File: src/design/keypad_pkg.sv
/*
 * Keypad matrix size, scan and debounce timing, and the shared key types.
 * SCAN_DWELL and DEBOUNCE_CYCLES are sized for simulation, so a real board
 * rescales them to its clock (e.g. about 20 ms of hold time).
 */
package keypad_pkg;

    // ==============================
    // Matrix and timing constants
    // ==============================
    localparam int KEY_ROWS        = 4;
    localparam int KEY_COLS        = 4;
    localparam int SCAN_DWELL      = 8;   // Cycles per driven column
    localparam int SYNC_STAGES     = 2;   // Row synchronizer depth
    localparam int DEBOUNCE_CYCLES = 64;  // Hold time before a key is accepted
    localparam int FIFO_DEPTH      = 8;   // Key events held

    // Derived widths
    localparam int COL_W      = $clog2(KEY_COLS);
    localparam int ROW_W      = $clog2(KEY_ROWS);
    localparam int DWELL_W    = $clog2(SCAN_DWELL);
    localparam int DEB_CNT_W  = $clog2(DEBOUNCE_CYCLES + 2);  // Counts one past the hold
    localparam int FIFO_PTR_W = $clog2(FIFO_DEPTH);
    localparam int FIFO_CNT_W = FIFO_PTR_W + 1;               // Must hold FIFO_DEPTH itself

    // ==============================
    // Types
    // ==============================
    typedef logic [3:0] key_code_t;  // row * 4 + col

    // Scanner to encoder, sampled on the last dwell cycle of a column
    typedef struct packed {
        logic                hit;         // Some row low in the active column
        logic [KEY_ROWS-1:0] row_onehot;  // Active high, one bit per row pulled low
        logic [COL_W-1:0]    col_idx;     // Column driven low
    } scan_hit_t;

    // FIFO payload
    typedef struct packed {
        key_code_t code;
        logic      ghost_seen;  // A ghost pattern was seen before this press
    } key_event_t;

endpackage

File: src/design/wb_pkg.sv
/*
 * Wishbone classic bus structs and the keypad register map.
 * Word addresses only, no byte selects, no ERR or RTY.
 */
package wb_pkg;

    localparam int WB_ADR_W = 4;
    localparam int WB_DAT_W = 32;

    // Master to slave
    typedef struct packed {
        logic                cyc;
        logic                stb;
        logic                we;
        logic [WB_ADR_W-1:0] adr;  // Word address
        logic [WB_DAT_W-1:0] dat;
    } wb_req_t;

    // Slave to master
    typedef struct packed {
        logic                ack;
        logic [WB_DAT_W-1:0] dat;
    } wb_rsp_t;

    // ==============================
    // Register map
    // ==============================
    localparam logic [WB_ADR_W-1:0] REG_STATUS = 4'd0;  // count, overflow, key_valid
    localparam logic [WB_ADR_W-1:0] REG_DATA   = 4'd1;  // FIFO head, read pops
    localparam logic [WB_ADR_W-1:0] REG_CTRL   = 4'd2;  // scan_en, irq_en, ovf clear

    // CTRL bit positions
    localparam int CTRL_SCAN_EN  = 0;
    localparam int CTRL_IRQ_EN   = 1;
    localparam int CTRL_OVF_CLR  = 2;  // Write-one-to-clear, reads as 0

endpackage

File: src/design/keypad_scanner.sv
/*
 * Drives one column low at a time, SCAN_DWELL cycles each, and samples
 * the pulled-up rows through a SYNC_STAGES synchronizer.
 * A hit is only reported on the last dwell cycle; scan_stop holds there.
 */
module keypad_scanner import keypad_pkg::*; (
    input  logic                clk,
    input  logic                rst_n,
    input  logic                enable,     // CTRL scan_en
    input  logic                scan_stop,  // From debouncer, freezes the column
    input  logic [KEY_ROWS-1:0] rows,       // Active low, pulled up
    output logic [KEY_COLS-1:0] cols,       // Active low, one at a time
    output scan_hit_t           hit
);

    logic [DWELL_W-1:0]  dwell_cnt;
    logic [COL_W-1:0]    col_idx;
    logic [COL_W-1:0]    col_next;
    logic                last_dwell;
    logic                advance;
    logic [KEY_ROWS-1:0] row_sync [SYNC_STAGES];

    // ==============================
    // Column rotation
    // ==============================
    assign last_dwell = (dwell_cnt == DWELL_W'(SCAN_DWELL - 1));
    assign advance    = last_dwell && !scan_stop;  // Frozen while a key is being debounced

    always_comb begin
        col_next = col_idx;
        if (advance) begin
            col_next = (col_idx == COL_W'(KEY_COLS - 1)) ? '0 : col_idx + 1'b1;
        end
    end

    always_ff @(posedge clk or negedge rst_n) begin
        if (!rst_n) begin
            dwell_cnt <= '0;
            col_idx   <= '0;
            cols      <= '1;  // All released
        end else if (!enable) begin
            dwell_cnt <= '0;
            cols      <= '1;  // Scan off, nothing driven
        end else begin
            if (advance) begin
                dwell_cnt <= '0;
            end else if (!last_dwell) begin
                dwell_cnt <= dwell_cnt + 1'b1;
            end
            col_idx <= col_next;
            cols    <= ~(KEY_COLS'(1) << col_next);  // Registered so no glitch on the pins
        end
    end

    // ==============================
    // Row synchronizer
    // ==============================
    always_ff @(posedge clk or negedge rst_n) begin
        if (!rst_n) begin
            for (int i = 0; i < SYNC_STAGES; i++) begin
                row_sync[i] <= '1;  // Idle rows read high
            end
        end else begin
            row_sync[0] <= rows;
            for (int i = 1; i < SYNC_STAGES; i++) begin
                row_sync[i] <= row_sync[i-1];
            end
        end
    end

    // Rows have settled by the last dwell cycle of the column
    assign hit.row_onehot = ~row_sync[SYNC_STAGES-1];
    assign hit.col_idx    = col_idx;
    assign hit.hit        = enable && last_dwell && (|hit.row_onehot);

endmodule

File: src/design/key_encoder.sv
/*
 * Combinational row/column to key code.
 * Only one key per column is accepted; two or more low rows flag a ghost
 * and hold key_detected low. Keys in different columns are seen one by one.
 */
module key_encoder import keypad_pkg::*; (
    input  scan_hit_t hit,
    output logic      key_detected,  // Exactly one row low in the active column
    output key_code_t key_code,
    output logic      ghost          // Two or more rows low
);

    logic [ROW_W-1:0] row_idx;
    logic [2:0]       row_count;  // Up to KEY_ROWS rows set

    // ==============================
    // Row count and index
    // ==============================
    always_comb begin
        row_count = '0;
        row_idx   = '0;
        for (int r = 0; r < KEY_ROWS; r++) begin
            if (hit.row_onehot[r]) begin
                row_count = row_count + 1'b1;
                row_idx   = ROW_W'(r);  // Only meaningful when a single row is set
            end
        end
    end

    // ==============================
    // Outputs
    // ==============================
    always_comb begin
        key_detected = hit.hit && (row_count == 3'd1);
        ghost        = hit.hit && (row_count > 3'd1);
        // code = row * KEY_COLS + col
        if (key_detected) begin
            key_code = key_code_t'({row_idx, hit.col_idx});
        end else begin
            key_code = '0;
        end
    end

endmodule

File: src/design/keypad_debouncer.sv
/*
 * Two-state hold-time debouncer. A key must stay detected, with the same
 * code, for DEBOUNCE_CYCLES; press then pulses once per key-down.
 * scan_stop is high from the first detection so the scanner stays put.
 */
module keypad_debouncer import keypad_pkg::*; (
    input  logic       clk,
    input  logic       rst_n,
    input  logic       key_detected,
    input  key_code_t  key_code,
    input  logic       ghost,
    output logic       key_valid,      // Level, while the accepted key is held
    output key_code_t  debounced_key,  // Zero unless key_valid
    output logic       scan_stop,
    output logic       press,          // One cycle at acceptance
    output key_event_t press_event
);

    typedef enum logic {
        IDLE,
        DEBOUNCING
    } deb_state_t;

    deb_state_t           state;
    logic [DEB_CNT_W-1:0] hold_cnt;     // Saturates at DEBOUNCE_CYCLES + 1
    key_code_t            latched_key;
    logic                 ghost_flag;   // Ghost seen since the last press

    // ==============================
    // Debounce FSM
    // ==============================
    always_ff @(posedge clk or negedge rst_n) begin
        if (!rst_n) begin
            state       <= IDLE;
            hold_cnt    <= '0;
            latched_key <= '0;
            ghost_flag  <= 1'b0;
        end else begin
            case (state)
                IDLE: begin
                    if (ghost) ghost_flag <= 1'b1;
                    if (key_detected) begin
                        state       <= DEBOUNCING;
                        latched_key <= key_code;
                        hold_cnt    <= '0;
                    end
                end
                DEBOUNCING: begin
                    if (!key_detected || key_code != latched_key) begin
                        state <= IDLE;  // Released or moved, start over
                    end else if (hold_cnt <= DEB_CNT_W'(DEBOUNCE_CYCLES)) begin
                        hold_cnt <= hold_cnt + 1'b1;
                    end
                    if (press) ghost_flag <= 1'b0;  // Flag handed to this event
                end
                default: state <= IDLE;
            endcase
        end
    end

    // ==============================
    // Outputs
    // ==============================
    // key_detected is included so the hit cycle itself already freezes the scan
    assign scan_stop = (state == DEBOUNCING) || key_detected;

    assign press     = (state == DEBOUNCING) && key_detected
                       && (key_code == latched_key)
                       && (hold_cnt == DEB_CNT_W'(DEBOUNCE_CYCLES));
    assign key_valid = (state == DEBOUNCING) && (hold_cnt >= DEB_CNT_W'(DEBOUNCE_CYCLES));

    assign debounced_key          = key_valid ? latched_key : '0;
    assign press_event.code       = latched_key;
    assign press_event.ghost_seen = ghost_flag;

endmodule

File: src/design/key_fifo.sv
/*
 * Synchronous FIFO of FIFO_DEPTH entries, payload type T.
 * Push while full is dropped and pop while empty is ignored;
 * dout shows the head without popping. Storage is not reset.
 */
module key_fifo import keypad_pkg::*; #(
    parameter type T = key_event_t
) (
    input  logic                  clk,
    input  logic                  rst_n,
    input  logic                  push,
    input  T                      din,
    input  logic                  pop,
    output T                      dout,
    output logic [FIFO_CNT_W-1:0] count,
    output logic                  full,
    output logic                  empty
);

    T                      mem [FIFO_DEPTH];
    logic [FIFO_PTR_W-1:0] wr_ptr;
    logic [FIFO_PTR_W-1:0] rd_ptr;
    logic                  do_push;
    logic                  do_pop;

    assign full    = (count == FIFO_CNT_W'(FIFO_DEPTH));
    assign empty   = (count == '0);
    assign do_push = push && !full;
    assign do_pop  = pop && !empty;

    // ==============================
    // Storage
    // ==============================
    always_ff @(posedge clk) begin
        if (do_push) mem[wr_ptr] <= din;
    end

    assign dout = mem[rd_ptr];  // Head, valid when !empty

    // ==============================
    // Pointers and occupancy
    // ==============================
    always_ff @(posedge clk or negedge rst_n) begin
        if (!rst_n) begin
            wr_ptr <= '0;
            rd_ptr <= '0;
            count  <= '0;
        end else begin
            if (do_push) wr_ptr <= wr_ptr + 1'b1;  // Depth is a power of two, wraps
            if (do_pop)  rd_ptr <= rd_ptr + 1'b1;
            case ({do_push, do_pop})
                2'b10:   count <= count + 1'b1;
                2'b01:   count <= count - 1'b1;
                default: count <= count;  // Both or neither
            endcase
        end
    end

endmodule

File: src/design/keypad_wb_ctrl.sv
/*
 * Wishbone classic slave for the keypad. ack is registered, one cycle,
 * and no new request is taken while it is high. Byte selects are ignored.
 * A DATA read pops the FIFO on its ack cycle when the FIFO is nonempty.
 */
module keypad_wb_ctrl import keypad_pkg::*, wb_pkg::*; (
    input  logic                  clk,
    input  logic                  rst_n,
    input  wb_req_t               wb_req,
    output wb_rsp_t               wb_rsp,
    input  key_event_t            fifo_head,
    input  logic [FIFO_CNT_W-1:0] fifo_count,
    input  logic                  fifo_full,
    input  logic                  push_seen,   // Debouncer press, same cycle as FIFO push
    input  logic                  key_valid,
    output logic                  fifo_pop,
    output logic                  scan_en,
    output logic                  irq
);

    logic                req_valid;
    logic                ack_q;
    logic [WB_DAT_W-1:0] rd_data_q;
    logic [WB_DAT_W-1:0] rd_data;
    logic                irq_en;
    logic                overflow;   // Sticky, push lost to a full FIFO
    logic                nonempty;

    assign req_valid = wb_req.cyc && wb_req.stb && !ack_q;
    assign nonempty  = (fifo_count != '0);

    // ==============================
    // Read mux
    // ==============================
    always_comb begin
        rd_data = '0;
        case (wb_req.adr)
            REG_STATUS: begin
                rd_data[FIFO_CNT_W-1:0] = fifo_count;
                rd_data[4]              = overflow;
                rd_data[5]              = key_valid;
            end
            REG_DATA: begin
                rd_data[3:0] = fifo_head.code;
                rd_data[4]   = fifo_head.ghost_seen;
                rd_data[8]   = nonempty;  // Code bits are stale when clear
            end
            REG_CTRL: begin
                rd_data[CTRL_SCAN_EN] = scan_en;
                rd_data[CTRL_IRQ_EN]  = irq_en;
            end
            default: rd_data = '0;
        endcase
    end

    // ==============================
    // Bus handshake and FIFO pop
    // ==============================
    always_ff @(posedge clk or negedge rst_n) begin
        if (!rst_n) begin
            ack_q    <= 1'b0;
            fifo_pop <= 1'b0;
        end else begin
            ack_q    <= req_valid;
            // Lines up with the ack cycle, head was captured in rd_data_q
            fifo_pop <= req_valid && !wb_req.we && (wb_req.adr == REG_DATA) && nonempty;
        end
    end

    always_ff @(posedge clk) begin
        if (req_valid && !wb_req.we) rd_data_q <= rd_data;
    end

    assign wb_rsp.ack = ack_q;
    assign wb_rsp.dat = rd_data_q;

    // ==============================
    // Control and status registers
    // ==============================
    always_ff @(posedge clk or negedge rst_n) begin
        if (!rst_n) begin
            scan_en  <= 1'b1;  // Scanning from reset
            irq_en   <= 1'b0;
            overflow <= 1'b0;
            irq      <= 1'b0;
        end else begin
            if (req_valid && wb_req.we && wb_req.adr == REG_CTRL) begin
                scan_en <= wb_req.dat[CTRL_SCAN_EN];
                irq_en  <= wb_req.dat[CTRL_IRQ_EN];
                if (wb_req.dat[CTRL_OVF_CLR]) overflow <= 1'b0;
            end
            if (push_seen && fifo_full) overflow <= 1'b1;  // Set wins over clear
            irq <= irq_en && nonempty;  // Level, drops when drained
        end
    end

endmodule

File: src/design/keypad_top.sv
/*
 * 4x4 keypad controller with a Wishbone classic slave port.
 * Key-down to FIFO entry takes at most
 * 4*SCAN_DWELL + SYNC_STAGES + DEBOUNCE_CYCLES + 3 cycles.
 */
module keypad_top import keypad_pkg::*, wb_pkg::*; (
    input  logic                clk,
    input  logic                rst_n,
    input  wb_req_t             wb_req,
    output wb_rsp_t             wb_rsp,
    input  logic [KEY_ROWS-1:0] rows,
    output logic [KEY_COLS-1:0] cols,
    output logic                irq
);

    // ==============================
    // Internal wires
    // ==============================
    scan_hit_t             scan_hit;
    logic                  key_detected;
    key_code_t             key_code;
    logic                  ghost;
    logic                  scan_stop;
    logic                  key_valid;
    logic                  press;
    key_event_t            press_event;
    key_event_t            fifo_head;
    logic [FIFO_CNT_W-1:0] fifo_count;
    logic                  fifo_full;
    logic                  fifo_pop;
    logic                  scan_en;

    keypad_scanner u_scanner (
        .clk(clk), .rst_n(rst_n),
        .enable(scan_en), .scan_stop(scan_stop),
        .rows(rows), .cols(cols), .hit(scan_hit)
    );

    key_encoder u_encoder (
        .hit(scan_hit), .key_detected(key_detected),
        .key_code(key_code), .ghost(ghost)
    );

    // debounced_key has no register field, only key_valid goes to STATUS
    keypad_debouncer u_debouncer (
        .clk(clk), .rst_n(rst_n),
        .key_detected(key_detected), .key_code(key_code), .ghost(ghost),
        .key_valid(key_valid), .debounced_key(), .scan_stop(scan_stop),
        .press(press), .press_event(press_event)
    );

    key_fifo #(.T(key_event_t)) u_fifo (
        .clk(clk), .rst_n(rst_n),
        .push(press), .din(press_event), .pop(fifo_pop), .dout(fifo_head),
        .count(fifo_count), .full(fifo_full), .empty()  // Controller uses count
    );

    keypad_wb_ctrl u_ctrl (
        .clk(clk), .rst_n(rst_n),
        .wb_req(wb_req), .wb_rsp(wb_rsp),
        .fifo_head(fifo_head), .fifo_count(fifo_count), .fifo_full(fifo_full),
        .push_seen(press), .key_valid(key_valid),
        .fifo_pop(fifo_pop), .scan_en(scan_en), .irq(irq)
    );

endmodule

File: config.mk
export PLATFORM = sky130hd
export DESIGN_NAME = keypad_top
export DESIGN_NICKNAME = d
export VERILOG_FILES = /design/src/design/keypad_pkg.sv /design/src/design/wb_pkg.sv /design/src/design/keypad_scanner.sv /design/src/design/key_encoder.sv /design/src/design/keypad_debouncer.sv /design/src/design/key_fifo.sv /design/src/design/keypad_wb_ctrl.sv /design/src/design/keypad_top.sv
export SDC_FILE = /design/constraint.sdc
export NUM_CORES = 1
export LEC_CHECK = 0
export BUFFER_PORTS_ARGS = -buffer_cell sky130_fd_sc_hd__buf_2
export CAP_MARGIN = 5
export CELL_PAD_IN_SITES_DETAIL_PLACEMENT = 0
export CELL_PAD_IN_SITES_GLOBAL_PLACEMENT = 2
export CORE_ASPECT_RATIO = 1.75
export CORE_UTILIZATION = 42
export CTS_BUF_LIST = sky130_fd_sc_hd__clkbuf_8
export CTS_CLUSTER_DIAMETER = 200
export DETAILED_ROUTE_END_ITERATION = 8
export HOLD_SLACK_MARGIN = 0.08
export PLACE_DENSITY = 0.92
export SLEW_MARGIN = 20
export SYNTH_ARGS = -nofsm -noshare
export SYNTH_HDL_FRONTEND = slang
export SYNTH_SLANG_ARGS = --single-unit
File: constraint.sdc
create_clock -name clk -period 8.5 [get_ports clk]
set_clock_uncertainty 0.15 [all_clocks]
set_input_delay 0.85 -clock clk [delete_from_list [all_inputs] [get_ports clk]]
set_output_delay 0.85 -clock clk [all_outputs]
set_load 0.05 [all_outputs]
==> impl_results.md <==
- Most Frequent Cell on Critical Path: ha_1
- Core area: 10400 µm²
- Slew Viols, Final: 0
- Adder-cell share of the synthesized area: 3.90%
- Slew HR: 25.9%
- Fmax: 0.218 GHz
- Final period util: 54.0%
- Total CTS buffers: 9
- H-Tree Level Count: 3
- Vias in the first global route: 2654
- Number of synthesized flops with an enable pin: 47
- Initial Utilization: 43.4%
- Worst-path maximum fanout: 12
- Fin Setup TNS: 0 ns
- Most frequent cells in the layout: 47 x edfxtp_1, 33 x dfrtp_1, 28 x buf_2
- Worst slew pin tran: 1.10 ns
- CP top delay family: simple AND/OR/NAND/NOR gates
- Setup Fix Bufs, Post-CTS: 0
- Worst path cell trace: inv_1 > ha_1 > xnor2_1 > ha_1 > nor2b_1 > xnor2_1 > or3_4 > nor3_1 > inv_1 > ha_1 > xor2_1 > ha_1 > a21oi_1 > xor2_1 > nor2_1 > xor2_1
- Synth top area cells: edfxtp_1 31%, dfrtp_1 18%, dfstp_2 7.6%
- Nets: 421
- RePlAce Congestion: 0.798
- Mux share of post-synthesis cell area: 10.7%
- Diode count: 0
- Critical path class: reg2reg
- Hold_ws: 0.210 ns
- LEAKAGE: 2.01 nW
- CP max stage delay: 0.89 ns
- Top cell type's share of synthesized area: 31.4%
- Clk sinks: 93
- Commonest non-fill, non-tap cell in the layout: edfxtp_1
- Post-synthesis instance area: 4490 µm²
- Sequential area share after synthesis: 57.4%
- Largest family of logic cells by synthesized area: simple AND/OR/NAND/NOR gates
- CTS max path bufs: 2
- Synth Flop Type: edfxtp_1
- Hold Path Class: reg2reg
- Layout cells sized above 1: 23.4%
- Post-synth top area cell: edfxtp_1
- First-pass GRT wire length: 13.3 mm
- Syn. warnings: 0
- Post-cts sizing count: 0
- Simple-gate share of the synthesized area: 12.3%
- Post-synthesis compound-gate area fraction: 5.60%
- PD cells: 177 nW/µm²
- Num rows: 49
- Die width: 80.2 µm
- Final HPWL from detailed placement: 5.77 mm
- Drt initial violations: 136
- Die height: 139 µm
- GR Overflow Total: 0
- Critical path arrival: 4.70 ns
- Largest net degree at the start of global routing: 47
- Synth cell types: 54
- Critical Path Sink Type: flop
- VDD IR max: 0.102 mV
- Quantity of I/O buffers inserted on ports: 28
- Post-Synth XOR/XNOR Area: 2.92%
- Syn_area_per_cell: 13.3 µm²
- DRT Pass-1 Iters: 4
- Post-route ant nets: 0
- Fraction of registers with async set/reset: 49.5%
- CTS tree: done
- Via/cell ratio: 5.29
- Status: finished, final reports clean
- Yosys reg bits: 93
- CTS clk-pin slew, worst paths: 0.10 ns
- Per-cell routed wire length: 16.0 µm
- Unrepaired setup endpoints after global routing: no
- CP bufs+invs: 2
- Setup crit start kind: flop
- Root buffer cell: clkbuf_8
- Setup violations, final: 0
- Worst-Skew Late Latency: 0.37 ns
- Max Cap Viol: 0
- Data required, critical path: 8.61 ns
- Cts hold-fix bufs: 0
- Initial antenna violation count: 0
- Die ar.: 11100 µm²
- CP max stage cell: nor3_1
- Final wirelength: 7.88 mm
- Total GRT Usage: 16.1%
- Routed via count: 2611
- Drc violations: 0
- Synth Instances: 339
- Final Hold Fails: 0
- I/O pins: 83
- Synth-to-layout area growth: 7.52%
- Minimum clock period: 4.59 ns
-- metrics by stage --
step                util, %  cell area, µm²  setup slack (ns)  power (mW)  cells
floorplan                 -            4580              4.80       0.548    363
global placement       44.5            4610              4.00       0.551    478
detailed placement     44.5            4610              3.90       0.552    478
CTS                    46.6            4830              3.89       0.865    494
global route           46.6            4830              3.53       0.888    494
finish                 46.6            4830              3.91       0.855    494
-- report_power, final --
group	switching (mW)	leakage [nW]	internal [mW]	total, mW
clock network	0.170	0.106	0.143	0.313
registers	0.00633	1.08	0.478	0.485
logic	0.0450	0.827	0.0119	0.0569
total	0.221	2.01	0.634	0.855
-- path summary, 6_finish.rpt --
kind                                        from                 endpoint  slack (ns)  cells past startpoint
hold / removal             u_scanner.row_sync[6]    u_scanner.row_sync[2]        0.21                      0
max in group asynchronous                  rst_n  u_debouncer.hold_cnt[0]        7.37                      2
setup / recovery           u_scanner.row_sync[1]          u_fifo.count[2]        3.91                     16
setup reg to reg           u_scanner.row_sync[1]          u_fifo.count[2]        3.91                     16
hold reg to reg            u_scanner.row_sync[6]    u_scanner.row_sync[2]        0.21                      0
min in group asynchronous                  rst_n     u_scanner.col_idx[1]        0.42                      2
-- metal layers --
metal / vias up / global-route usage (%) / share of wire [%]
met3: 10 / 3.03 / 2.6
met4: 0 / 6.58 / 1.9
met2: 51 / 30.2 / 59
met5: - / 0 / 0
li1: 1246 / - / -
met1: 1304 / 17.1 / 37
-- layout make-up --
| type | count | area [µm²] |
|---|---|---|
| fill | 950 | 5530 |
| inverter | 12 | 45.0 |
| timing repair buffer | 29 | 148 |
| clock buffer | 9 | 124 |
| sequential | 93 | 2580 |
| tap | 127 | 159 |
| multi-input combinational | 217 | 1680 |
| clock inverter | 7 | 91.3 |
-- synth_stat cells, types with 7 or more instances --
library cell and count:
mux2i_1 12, clkbuf_1 8, dfrtp_1 33, ha_1 14
nand2_1 17, nand3_1 7, buf_4 27, nor2_1 14
dfstp_2 13, edfxtp_1 47, nor3_1 9, o211ai_1 7
xor2_1 10, o21ai_0 9, mux2_2 12, inv_1 12
mux4_2 10
-- flip-flops by register name (all words and copies together), names as in the netlist, 4 cells and up --
| register | flops |
|---|---|
| u_ctrl.rd_data_q | 7 |
| u_scanner.cols | 4 |
| u_scanner.row_sync | 8 |
| u_debouncer.hold_cnt | 7 |
| u_fifo.count | 4 |
| u_fifo.mem | 40 |
| u_debouncer.latched_key | 4 |
-- logic make-up after synthesis --
| logic type | after synthesis |
|---|---|
| xor+xnor | 15 |
| fa+ha+maj | 14 |
| compound gates | 37 |
| simple gates | 92 |
| mux | 34 |
| other cells | 1 |
| buf+inv | 53 |
| flops | 93 |
Note: power is estimated with default switching activity, not from simulation.
